**config.mk**
```make
export PLATFORM = sky130hd
export DESIGN_NAME = priv_top
export DESIGN_NICKNAME = d
export VERILOG_FILES = /design/src/design/priv_pkg.sv /design/src/design/csr_file.sv /design/src/design/tlb_array.sv /design/src/design/priv_exec.sv /design/src/design/priv_top.sv
export VERILOG_INCLUDE_DIRS = /design/src /design/src/design
export SDC_FILE = /design/constraint.sdc
export NUM_CORES = 1
export LEC_CHECK = 0
export BUFFER_PORTS_ARGS = -buffer_cell sky130_fd_sc_hd__buf_2
export CORE_MARGIN = 1
export CORE_UTILIZATION = 50
export CTS_BUF_LIST = sky130_fd_sc_hd__clkbuf_16
export CTS_CLUSTER_SIZE = 24
export DETAILED_ROUTE_END_ITERATION = 8
export PLACE_DENSITY = 0.67
export SKIP_LAST_GASP = 1
export SLEW_MARGIN = 20
export SYNTH_ARGS = -nofsm -noshare
export SYNTH_HDL_FRONTEND = slang
export SYNTH_SLANG_ARGS = --single-unit
```
**constraint.sdc**
```tcl
create_clock -name clk -period 4.35 [get_ports clk]
set_input_delay 0.87 -clock clk [delete_from_list [all_inputs] [get_ports clk]]
set_output_delay 0.87 -clock clk [all_outputs]
set_load 0.005 [all_outputs]
```
**src/design/priv_defines.svh**
```systemverilog
`ifndef PRIV_DEFINES_SVH
`define PRIV_DEFINES_SVH

// datapath widths
`define XLEN        32
`define CSR_AW      14
`define ASID_W      10

// tlb geometry
`define TLB_ENTRIES 8
`define TLB_IW      3

// implemented csr addresses
`define CSR_CRMD    14'h000
`define CSR_PRMD    14'h001
`define CSR_ERA     14'h006
`define CSR_TLBIDX  14'h010
`define CSR_TLBEHI  14'h011
`define CSR_TLBELO  14'h012
`define CSR_ASID    14'h018

`endif

```
**src/design/priv_pkg.sv**
```systemverilog
package priv_pkg;

    // decoded privileged opcodes
    typedef enum logic [3:0] {
        OP_CSRRD   = 4'd0,
        OP_CSRWR   = 4'd1,
        OP_CSRXCHG = 4'd2,
        OP_ERTN    = 4'd3,
        OP_TLBSRCH = 4'd4,
        OP_TLBRD   = 4'd5,
        OP_TLBWR   = 4'd6,
        OP_TLBFILL = 4'd7,
        OP_INVTLB  = 4'd8,
        OP_IDLE    = 4'd9
    } priv_op_e;

    typedef enum logic [3:0] {
        S_INIT,
        S_CSR,
        S_DONE_CSR,
        S_ERTN,
        S_DONE_ERTN,
        S_TLB_OP,
        S_TLB_WB,     // csr file takes the tlb result here
        S_DONE_TLB,
        S_IDLE_REQ,
        S_IDLE_WAIT,
        S_IDLE_PERF,
        S_DONE_IDLE
    } priv_state_e;

endpackage

```
**src/design/csr_file.sv**
```systemverilog
`include "priv_defines.svh"

module csr_file (
    input  logic               clk,
    input  logic               rstn,
    input  logic               csr_re,
    input  logic [`CSR_AW-1:0] csr_raddr,
    input  logic               csr_we,
    input  logic [`CSR_AW-1:0] csr_waddr,
    input  logic [`XLEN-1:0]   csr_wmask,
    input  logic [`XLEN-1:0]   csr_wdata,
    input  logic               era_restore,
    input  logic               tlb_hw_we,
    input  logic [`TLB_IW-1:0] tlb_hw_idx,
    input  logic               tlb_hw_ne,
    input  logic [`XLEN-1:0]   tlb_hw_ehi,
    input  logic [`XLEN-1:0]   tlb_hw_elo,
    input  logic [`ASID_W-1:0] tlb_hw_asid,
    output logic [`XLEN-1:0]   csr_rdata,
    output logic [`XLEN-1:0]   era,
    output logic [`XLEN-1:0]   tlbidx,
    output logic [`XLEN-1:0]   tlbehi,
    output logic [`XLEN-1:0]   tlbelo,
    output logic [`XLEN-1:0]   asid
);

    // implemented bits per register
    localparam logic [`XLEN-1:0] CRMD_M   = 32'h0000_0007;
    localparam logic [`XLEN-1:0] PRMD_M   = 32'h0000_0007;
    localparam logic [`XLEN-1:0] TLBIDX_M = 32'h8000_0007;
    localparam logic [`XLEN-1:0] EHI_M    = 32'hffff_e000;
    localparam logic [`XLEN-1:0] ELO_M    = 32'h0fff_ff40;
    localparam logic [`XLEN-1:0] ASID_M   = 32'h0000_03ff;

    logic [`XLEN-1:0] crmd;
    logic [`XLEN-1:0] prmd;

    function automatic logic [`XLEN-1:0] merge(input logic [`XLEN-1:0] old,
                                               input logic [`XLEN-1:0] wdata,
                                               input logic [`XLEN-1:0] m);
        return (old & ~m) | (wdata & m);
    endfunction

    always_ff @(posedge clk) begin
        if (!rstn) begin
            crmd   <= '0;
            prmd   <= '0;
            era    <= '0;
            tlbidx <= '0;
            tlbehi <= '0;
            tlbelo <= '0;
            asid   <= '0;
        end else begin
            if (csr_we) begin
                case (csr_waddr)
                    `CSR_CRMD:   crmd   <= merge(crmd, csr_wdata, csr_wmask & CRMD_M);
                    `CSR_PRMD:   prmd   <= merge(prmd, csr_wdata, csr_wmask & PRMD_M);
                    `CSR_ERA:    era    <= merge(era, csr_wdata, csr_wmask);
                    `CSR_TLBIDX: tlbidx <= merge(tlbidx, csr_wdata, csr_wmask & TLBIDX_M);
                    `CSR_TLBEHI: tlbehi <= merge(tlbehi, csr_wdata, csr_wmask & EHI_M);
                    `CSR_TLBELO: tlbelo <= merge(tlbelo, csr_wdata, csr_wmask & ELO_M);
                    `CSR_ASID:   asid   <= merge(asid, csr_wdata, csr_wmask & ASID_M);
                    default: ;  // unimplemented, ignored
                endcase
            end
            if (era_restore) begin
                crmd <= prmd & CRMD_M;   // pplv/pie back into plv/ie
            end
            if (tlb_hw_we) begin
                tlbidx <= {tlb_hw_ne, {(`XLEN-1-`TLB_IW){1'b0}}, tlb_hw_idx};
                tlbehi <= tlb_hw_ehi & EHI_M;
                tlbelo <= tlb_hw_elo & ELO_M;
                asid   <= {{(`XLEN-`ASID_W){1'b0}}, tlb_hw_asid};
            end
        end
    end

    always_comb begin
        csr_rdata = '0;
        if (csr_re) begin
            case (csr_raddr)
                `CSR_CRMD:   csr_rdata = crmd;
                `CSR_PRMD:   csr_rdata = prmd;
                `CSR_ERA:    csr_rdata = era;
                `CSR_TLBIDX: csr_rdata = tlbidx;
                `CSR_TLBEHI: csr_rdata = tlbehi;
                `CSR_TLBELO: csr_rdata = tlbelo;
                `CSR_ASID:   csr_rdata = asid;
                default:     csr_rdata = '0;
            endcase
        end
    end

endmodule

```
**src/design/tlb_array.sv**
```systemverilog
`include "priv_defines.svh"

module tlb_array import priv_pkg::*; (
    input  logic               clk,
    input  logic               rstn,
    input  logic               tlb_go,
    input  priv_op_e           tlb_cmd,
    input  logic [`XLEN-1:0]   tlbidx,
    input  logic [`XLEN-1:0]   tlbehi,
    input  logic [`XLEN-1:0]   tlbelo,
    input  logic [`XLEN-1:0]   asid,
    input  logic [2:0]         tlb_inv_op,
    input  logic [`ASID_W-1:0] tlb_inv_asid,
    input  logic [`XLEN-1:0]   tlb_inv_va,
    output logic               tlb_hw_we,
    output logic [`TLB_IW-1:0] tlb_hw_idx,
    output logic               tlb_hw_ne,
    output logic [`XLEN-1:0]   tlb_hw_ehi,
    output logic [`XLEN-1:0]   tlb_hw_elo,
    output logic [`ASID_W-1:0] tlb_hw_asid
);

    logic                    ent_e    [`TLB_ENTRIES];
    logic                    ent_g    [`TLB_ENTRIES];
    logic [18:0]             ent_vppn [`TLB_ENTRIES];
    logic [`ASID_W-1:0]      ent_asid [`TLB_ENTRIES];
    logic [19:0]             ent_ppn  [`TLB_ENTRIES];
    logic [`TLB_IW-1:0]      fill_idx;

    logic                    hit;
    logic [`TLB_IW-1:0]      hit_idx;
    logic [`TLB_IW-1:0]      rd_idx;
    logic [`TLB_IW-1:0]      wr_idx;
    logic                    rd_e;
    logic [`XLEN-1:0]        rd_ehi;
    logic [`XLEN-1:0]        rd_elo;
    logic [`TLB_ENTRIES-1:0] asid_eq;
    logic [`TLB_ENTRIES-1:0] vppn_eq;
    logic [`TLB_ENTRIES-1:0] inv_hit;

    assign rd_idx = tlbidx[`TLB_IW-1:0];
    assign wr_idx = (tlb_cmd == OP_TLBFILL) ? fill_idx : rd_idx;

    assign rd_e   = ent_e[rd_idx];
    assign rd_ehi = rd_e ? {ent_vppn[rd_idx], 13'd0} : '0;
    assign rd_elo = rd_e ? {4'd0, ent_ppn[rd_idx], 1'b0, ent_g[rd_idx], 6'd0} : '0;

    // first hit from index 0 up
    always_comb begin
        hit     = 1'b0;
        hit_idx = rd_idx;
        for (int i = 0; i < `TLB_ENTRIES; i++) begin
            if (!hit && ent_e[i] && ent_vppn[i] == tlbehi[31:13]
                    && (ent_g[i] || ent_asid[i] == asid[`ASID_W-1:0])) begin
                hit     = 1'b1;
                hit_idx = `TLB_IW'(i);
            end
        end
    end

    always_comb begin
        for (int i = 0; i < `TLB_ENTRIES; i++) begin
            asid_eq[i] = (ent_asid[i] == tlb_inv_asid);
            vppn_eq[i] = (ent_vppn[i] == tlb_inv_va[31:13]);
            case (tlb_inv_op)
                3'd0, 3'd1: inv_hit[i] = 1'b1;
                3'd2:       inv_hit[i] = ent_g[i];
                3'd3:       inv_hit[i] = !ent_g[i];
                3'd4:       inv_hit[i] = !ent_g[i] && asid_eq[i];
                3'd5:       inv_hit[i] = !ent_g[i] && asid_eq[i] && vppn_eq[i];
                3'd6:       inv_hit[i] = (ent_g[i] || asid_eq[i]) && vppn_eq[i];
                default:    inv_hit[i] = 1'b0;
            endcase
        end
    end

    always_ff @(posedge clk) begin
        if (!rstn) begin
            fill_idx  <= '0;
            tlb_hw_we <= 1'b0;
            for (int i = 0; i < `TLB_ENTRIES; i++) begin
                ent_e[i] <= 1'b0;
            end
        end else begin
            tlb_hw_we <= 1'b0;
            if (tlb_go) begin
                case (tlb_cmd)
                    OP_TLBSRCH: begin
                        tlb_hw_we   <= 1'b1;
                        tlb_hw_idx  <= hit_idx;
                        tlb_hw_ne   <= !hit;
                        tlb_hw_ehi  <= tlbehi;     // unchanged by a search
                        tlb_hw_elo  <= tlbelo;
                        tlb_hw_asid <= asid[`ASID_W-1:0];
                    end
                    OP_TLBRD: begin
                        tlb_hw_we   <= 1'b1;
                        tlb_hw_idx  <= rd_idx;
                        tlb_hw_ne   <= !rd_e;
                        tlb_hw_ehi  <= rd_ehi;
                        tlb_hw_elo  <= rd_elo;
                        tlb_hw_asid <= rd_e ? ent_asid[rd_idx] : '0;
                    end
                    OP_TLBWR, OP_TLBFILL: begin
                        ent_e[wr_idx]    <= !tlbidx[31];
                        ent_vppn[wr_idx] <= tlbehi[31:13];
                        ent_asid[wr_idx] <= asid[`ASID_W-1:0];
                        ent_g[wr_idx]    <= tlbelo[6];
                        ent_ppn[wr_idx]  <= tlbelo[27:8];
                        if (tlb_cmd == OP_TLBFILL) begin
                            fill_idx <= fill_idx + `TLB_IW'(1);   // wraps at 8
                        end
                    end
                    OP_INVTLB: begin
                        for (int i = 0; i < `TLB_ENTRIES; i++) begin
                            if (inv_hit[i]) begin
                                ent_e[i] <= 1'b0;
                            end
                        end
                    end
                    default: ;
                endcase
            end
        end
    end

endmodule

```
**src/design/priv_exec.sv**
```systemverilog
`include "priv_defines.svh"

module priv_exec import priv_pkg::*; (
    input  logic               clk,
    input  logic               rstn,
    input  logic               in_valid,
    input  priv_op_e           op,
    input  logic [`CSR_AW-1:0] csr_num,
    input  logic [`XLEN-1:0]   rj_data,
    input  logic [`XLEN-1:0]   rk_data,
    input  logic [2:0]         inv_op,
    input  logic [`XLEN-1:0]   pc_next,
    input  logic               mem_idle,
    output logic               in_ready,
    output logic               out_valid,
    output logic               flush,
    output logic [`XLEN-1:0]   result,
    output logic [`XLEN-1:0]   pc_target,
    output logic               clock_gate_req,
    output logic               clock_gate_clr,
    output logic               csr_re,
    output logic [`CSR_AW-1:0] csr_raddr,
    output logic               csr_we,
    output logic [`CSR_AW-1:0] csr_waddr,
    output logic [`XLEN-1:0]   csr_wmask,
    output logic [`XLEN-1:0]   csr_wdata,
    output logic               era_restore,
    output priv_op_e           tlb_cmd,
    output logic               tlb_go,
    output logic [2:0]         tlb_inv_op,
    output logic [`ASID_W-1:0] tlb_inv_asid,
    output logic [`XLEN-1:0]   tlb_inv_va,
    input  logic [`XLEN-1:0]   csr_rdata,
    input  logic [`XLEN-1:0]   era
);

    priv_state_e        state;
    priv_state_e        next_state;
    priv_op_e           op_q;
    logic [`CSR_AW-1:0] csr_num_q;
    logic [`XLEN-1:0]   rj_q;
    logic [`XLEN-1:0]   rk_q;
    logic [2:0]         inv_op_q;
    logic               accept;
    logic               done;

    assign in_ready = (state == S_INIT);
    assign accept   = in_valid && in_ready;
    assign done     = state inside {S_DONE_CSR, S_DONE_ERTN, S_DONE_TLB, S_DONE_IDLE};

    always_ff @(posedge clk) begin
        if (!rstn) begin
            state <= S_INIT;
        end else begin
            state <= next_state;
        end
    end

    always_comb begin
        next_state = state;
        case (state)
            S_INIT: begin
                if (accept) begin
                    case (op)
                        OP_CSRRD, OP_CSRWR, OP_CSRXCHG:
                            next_state = S_CSR;
                        OP_ERTN:
                            next_state = S_ERTN;
                        OP_TLBSRCH, OP_TLBRD, OP_TLBWR, OP_TLBFILL, OP_INVTLB:
                            next_state = S_TLB_OP;
                        OP_IDLE:
                            next_state = S_IDLE_REQ;
                        default:
                            next_state = S_INIT;   // unknown op is dropped
                    endcase
                end
            end
            S_CSR:       next_state = S_DONE_CSR;
            S_ERTN:      next_state = S_DONE_ERTN;
            S_TLB_OP:    next_state = S_TLB_WB;
            S_TLB_WB:    next_state = S_DONE_TLB;
            S_IDLE_REQ:  next_state = S_IDLE_WAIT;
            S_IDLE_WAIT: next_state = mem_idle ? S_IDLE_PERF : S_IDLE_WAIT;
            S_IDLE_PERF: next_state = S_DONE_IDLE;
            default:     next_state = S_INIT;
        endcase
    end

    // operands held for the whole operation
    always_ff @(posedge clk) begin
        if (accept) begin
            op_q      <= op;
            csr_num_q <= csr_num;
            rj_q      <= rj_data;
            rk_q      <= rk_data;
            inv_op_q  <= inv_op;
        end
    end

    always_ff @(posedge clk) begin
        if (!rstn) begin
            out_valid      <= 1'b0;
            flush          <= 1'b0;
            clock_gate_req <= 1'b0;
            clock_gate_clr <= 1'b0;
        end else begin
            out_valid      <= done;
            flush          <= done;
            clock_gate_clr <= (next_state == S_IDLE_PERF);   // one cycle, after mem_idle
            if (state == S_IDLE_REQ) begin
                clock_gate_req <= 1'b1;
            end else if (state == S_DONE_IDLE) begin
                clock_gate_req <= 1'b0;
            end
        end
    end

    always_ff @(posedge clk) begin
        if (accept) begin
            result    <= '0;
            pc_target <= pc_next;
        end
        if (state == S_CSR) begin
            result <= csr_rdata;    // old value
        end
        if (state == S_ERTN) begin
            pc_target <= era;
        end
    end

    // csr access, single cycle in S_CSR
    assign csr_re    = (state == S_CSR);
    assign csr_raddr = csr_num_q;
    assign csr_waddr = csr_num_q;
    assign csr_we    = (state == S_CSR) && (op_q != OP_CSRRD);
    assign csr_wmask = (op_q == OP_CSRXCHG) ? rj_q : '1;
    assign csr_wdata = rk_q;

    assign era_restore = (state == S_ERTN);

    assign tlb_go       = (state == S_TLB_OP);
    assign tlb_cmd      = op_q;
    assign tlb_inv_op   = inv_op_q;
    assign tlb_inv_asid = rj_q[`ASID_W-1:0];
    assign tlb_inv_va   = rk_q;

endmodule

```
**src/design/priv_top.sv**
```systemverilog
`include "priv_defines.svh"

module priv_top import priv_pkg::*; (
    input  logic               clk,
    input  logic               rstn,
    input  logic               in_valid,
    input  priv_op_e           op,
    input  logic [`CSR_AW-1:0] csr_num,
    input  logic [`XLEN-1:0]   rj_data,
    input  logic [`XLEN-1:0]   rk_data,
    input  logic [2:0]         inv_op,
    input  logic [`XLEN-1:0]   pc_next,
    input  logic               mem_idle,
    output logic               in_ready,
    output logic               out_valid,
    output logic               flush,
    output logic [`XLEN-1:0]   result,
    output logic [`XLEN-1:0]   pc_target,
    output logic               clock_gate_req,
    output logic               clock_gate_clr
);

    // fsm to csr file
    logic               csr_re;
    logic [`CSR_AW-1:0] csr_raddr;
    logic               csr_we;
    logic [`CSR_AW-1:0] csr_waddr;
    logic [`XLEN-1:0]   csr_wmask;
    logic [`XLEN-1:0]   csr_wdata;
    logic [`XLEN-1:0]   csr_rdata;
    logic               era_restore;
    logic [`XLEN-1:0]   era;

    // csr file to tlb
    logic [`XLEN-1:0]   tlbidx;
    logic [`XLEN-1:0]   tlbehi;
    logic [`XLEN-1:0]   tlbelo;
    logic [`XLEN-1:0]   asid;

    // fsm to tlb
    priv_op_e           tlb_cmd;
    logic               tlb_go;
    logic [2:0]         tlb_inv_op;
    logic [`ASID_W-1:0] tlb_inv_asid;
    logic [`XLEN-1:0]   tlb_inv_va;

    // tlb result back into the csr file
    logic               tlb_hw_we;
    logic [`TLB_IW-1:0] tlb_hw_idx;
    logic               tlb_hw_ne;
    logic [`XLEN-1:0]   tlb_hw_ehi;
    logic [`XLEN-1:0]   tlb_hw_elo;
    logic [`ASID_W-1:0] tlb_hw_asid;

    priv_exec u_priv_exec (.*);

    csr_file u_csr_file (.*);

    tlb_array u_tlb_array (.*);

endmodule

```
==> tab_implementation.tex <==
\begin{tabular}{lr}
\hline
Metric & Value \\
\hline
\multicolumn{2}{l}{\textbf{Status}} \\
\quad Result of the run & finished, final reports clean \\
\multicolumn{2}{l}{\textbf{Yosys}} \\
\quad Main flop type after synthesis & edfxtp\_1 \\
\quad Most repeated cell in the gate-level netlist after synthesis & edfxtp\_1 \\
\quad Post-synth EDFFs & 606 \\
\quad Synth Cell Area & 34300 um\^{}2 \\
\quad Post-synthesis instance total & 2568 \\
\quad Leading post-synthesis cells by cell area & edfxtp\_1 (53\%), xor2\_1 (9.3\%), mux4\_2 (6.7\%) \\
\quad Net count of the mapped netlist & 2690 \\
\quad Share of the synthesized area in the top cell type & 53.0\% \\
\quad Number of warning messages in the yosys log & 0 \\
\quad Share of flip-flops with an asynchronous set or reset & 0\% \\
\quad Number of different library cells in the post-synthesis netlist & 62 \\
\quad Post-synth top area cell & edfxtp\_1 \\
\quad Sequential element share of the synthesized area & 59.5\% \\
\quad Avg Synthesized Cell Area & 13.4 um\^{}2 \\
\quad Number of register bits inferred by synthesis & 717 \\
\quad Commonest cells in the netlist & edfxtp\_1 (606), xor2\_1 (363), o21ai\_0 (180) \\
\multicolumn{2}{l}{\textbf{GRT}} \\
\quad Overall routing resource usage & 29.0\% \\
\quad GRT Residual Overflow & 0 \\
\quad Pin count of the biggest net entering global routing & 109 \\
\quad Wire length of the first global-routing pass & 149000 um \\
\quad Via count of the first global-routing pass & 22475 \\
\quad Number of antenna violations at the first check in global routing & 0 \\
\multicolumn{2}{l}{\textbf{Clocking}} \\
\quad Clock-pin transition on the worst setup and hold timing paths & 60 ps \\
\quad Number of setup buffers added after CTS & 0 \\
\quad Clk Tree Root Cell & clkbuf\_16 \\
\quad Latest clock arrival within the worst-skew pair & 650 ps \\
\quad Total clock sinks & 717 \\
\quad Number of hold buffers added after cts & 0 \\
\quad TritonCTS clock tree & yes \\
\quad Inserted Clock Buffers & 79 \\
\quad Number of buffers on the longest clock path & 3 \\
\quad H-tree levels & 3 \\
\quad Post-cts repair resize count & 0 \\
\multicolumn{2}{l}{\textbf{Critical path}} \\
\quad Critical path endpoint category & flip-flop \\
\quad Crit-path max cell delay & 790 ps \\
\quad Critical path class & flip-flop to flip-flop \\
\quad Highest net fanout along the worst path & 41 \\
\quad Crit-path cells & mux4\_2 -> mux2i\_1 -> or2\_2 -> buf\_4 -> o21ai\_0 \\
\quad Required time reported for the critical path endpoint & 4700 ps \\
\quad Cell type of the slowest stage on the worst timing path & dfxtp\_4 \\
\quad Setup crit start kind & flip-flop \\
\quad Critical path data arrival time & 3640 ps \\
\quad CP top delay family & multiplexers \\
\quad Buf+Inv Stages, Crit Path & 1 \\
\multicolumn{2}{l}{\textbf{Floorplan}} \\
\quad Horiz. Die Dim & 264 um \\
\quad Full die area & 69700 um\^{}2 \\
\quad Num rows & 95 \\
\quad Starting density of the core & 50.8\% \\
\quad \# IOs & 190 \\
\quad Y dimension of the die & 264 um \\
\quad Area of the placeable core & 67500 um\^{}2 \\
\multicolumn{2}{l}{\textbf{Route}} \\
\quad Wirelength per Cell & 27.7 um \\
\quad Drt via density & 6.22 \\
\quad Length of routed wiring on met1 & 42600 um \\
\quad Vias after detailed routing & 22875 \\
\quad Routed length on met3 & 8740 um \\
\quad Number of search-and-repair iterations in the first detailed-routing pass & 6 \\
\quad DR iter-0 viols & 2841 \\
\quad DR DRC count & 0 \\
\quad Amount of wire on met2 after detailed routing & 46800 um \\
\quad Highest routing layer actually used & met4 \\
\quad Final wirelength & 102000 um \\
\quad Post-detailed-route count of antenna-violating nets & 0 \\
\multicolumn{2}{l}{\textbf{Timing}} \\
\quad Time the worst path needs with I/O delays and setup & 3290 ps \\
\quad Setup skew after layout & 40.5 ps \\
\quad Number of slew-limit violations in the final report & 0 \\
\quad Rel. slew slack & 24.8\% \\
\quad Crit share post-route & 75.6\% \\
\quad Worst Max-Slew Pin Slew & 1130 ps \\
\quad Count of endpoints failing hold in the final timing report & 0 \\
\quad Final setup margin & 1060 ps \\
\quad Unrepaired setup endpoints after global routing & no \\
\quad Peak clock frequency supported by timing & 0.304 GHz \\
\quad Post-route setup TNS & 0 ps \\
\quad Final setup fails & 0 \\
\quad Final hold slack & 393 ps \\
\multicolumn{2}{l}{\textbf{Power and ir drop}} \\
\quad Clock power frac & 44.2\% \\
\quad Share of power burned in combinational logic & 4.1\% \\
\quad Overall power after layout & 15.1 mW \\
\quad Switching part of the total & 22.9\% \\
\quad Sequential group share of total power & 51.7\% \\
\quad Int Power & 11.6 mW \\
\quad Maximum vdd ir drop & 0.251 mV \\
\quad Sw Pwr & 3.46 mW \\
\quad Lkg Pwr & 13.8 nW \\
\quad Power per standard cell area & 388 nW/um\^{}2 \\
\multicolumn{2}{l}{\textbf{Layout}} \\
\quad Area of the multi-input gates & 13200 um\^{}2 \\
\quad End-of-flow core utilization & 57.6\% \\
\quad P\&R area growth vs syn & 13.4\% \\
\quad Final non-filler cell area & 38900 um\^{}2 \\
\quad Post-route insts no fill & 3680 \\
\quad Share of post-route cells with drive strength above 1 & 19.5\% \\
\quad Total of fill cells in the finished design & 5371 \\
\quad Antenna diode instance count & 0 \\
\quad Storage element area & 20400 um\^{}2 \\
\quad Fin nets & 2863 \\
\multicolumn{2}{l}{\textbf{Placed design}} \\
\quad Placer congestion estimate & 0.955 \\
\quad Final HPWL from detailed placement & 69400 um \\
\quad Cell Area, Placed & 36300 um\^{}2 \\
\quad Total instance count after detailed placement & 3532 \\
\quad Number of I/O port buffers & 189 \\
\quad Worst-case setup slack after placement & 1190 ps \\
\multicolumn{2}{l}{\textbf{Job}} \\
\quad Max-capacitance violation count & 0 \\
\multicolumn{2}{l}{\textbf{Worst hold path}} \\
\quad Worst hold path type & primary input to flip-flop \\
\hline
\end{tabular}
-- metal layers --
layer  track usage [%]  vias up
met4              11.2        0
met5                 0        -
li1                  -     9900
met1              41.3    11534
met2              44.8     1215
met3              4.75      226
-- path summary, 6_finish.rpt --
path / start / end / slack, ps / depth (start not counted)
max: flip-flop / u_tlb_array.tlb_hw_ehi[23]$_DFFE_PP_ / 1060 / 5
min: rj_data[30] / u_priv_exec.rj_q[30]$_DFFE_PP_ / 390 / 1
max reg2reg: flip-flop / u_tlb_array.tlb_hw_ehi[23]$_DFFE_PP_ / 1060 / 5
min reg2reg: u_tlb_array.ent_e[2]$_DFF_P_ / u_tlb_array.ent_e[2]$_DFF_P_ / 500 / 2
-- worst register-to-register path, stage by stage, from the launching register on --
cell,delay (ps)
dfxtp_4,790
mux4_2,500
mux2i_1,340
or2_2,690
buf_4,440
o21ai_0,240
-- cells in the final DEF, fill, tap and decap left out, types with 9 or more instances in the layout --
cell type  synthesis  layout
dfxtp_1          111     107
and2_1            59      59
a21oi_1           14      14
edfxtp_1         606     606
clkinv_1           0      15
mux4_2           102     102
nand3b_1           9       9
clkinv_2           0      13
inv_1              9      23
clkbuf_16          0      79
xnor2_1          105     105
nand2b_1          23      23
xor2_1           363     363
buf_2             33     188
nand4_1           35      35
nor2_1           156     150
o21ai_0          180     180
nand2_1          163     160
mux2i_1          119     119
a41oi_1           12      12
nand3_1           40      39
nor2b_1            9       9
a222oi_1          21      21
buf_4              5      65
mux2_2            32      32
nor4_1            89      88
a21boi_0          27      27
nor3_1            29      29
a22oi_1           11      11
-- final cells by class --
cell class / instances / area share [%]
clock buffer: 79 / 5.08
clock inverter: 68 / 1.59
inverter: 9 / 0.0933
multi-input combinational: 1674 / 33.8
sequential: 717 / 52.5
tap: 873 / 2.81
timing repair buffer: 260 / 4.05
-- cell families after synthesis --
| logic type | count (synthesis) | synth area share (%) |
|---|---|---|
| muxes | 253 | 11.2 |
| and+or+nand+nor | 644 | 9.45 |
| DFF | 717 | 59.5 |
| AOI/OAI and AO/OA | 307 | 5.49 |
| adders and majority gates | 2 | 0.0656 |
| xor gates and xnor gates | 468 | 11.9 |
| buffers and inverters | 177 | 2.32 |
-- power groups by stage --
stage,clock [mW],sequential (mW),combinational [mW]
2_1_floorplan,0,7.78,0.428
3_3_place_gp,0,7.95,0.602
3_5_place_dp,0,7.95,0.614
4_1_cts,6.77,7.81,0.618
5_1_grt,7.02,7.83,0.665
6_report,6.67,7.82,0.615
Note: power is estimated with default switching activity, not from simulation.
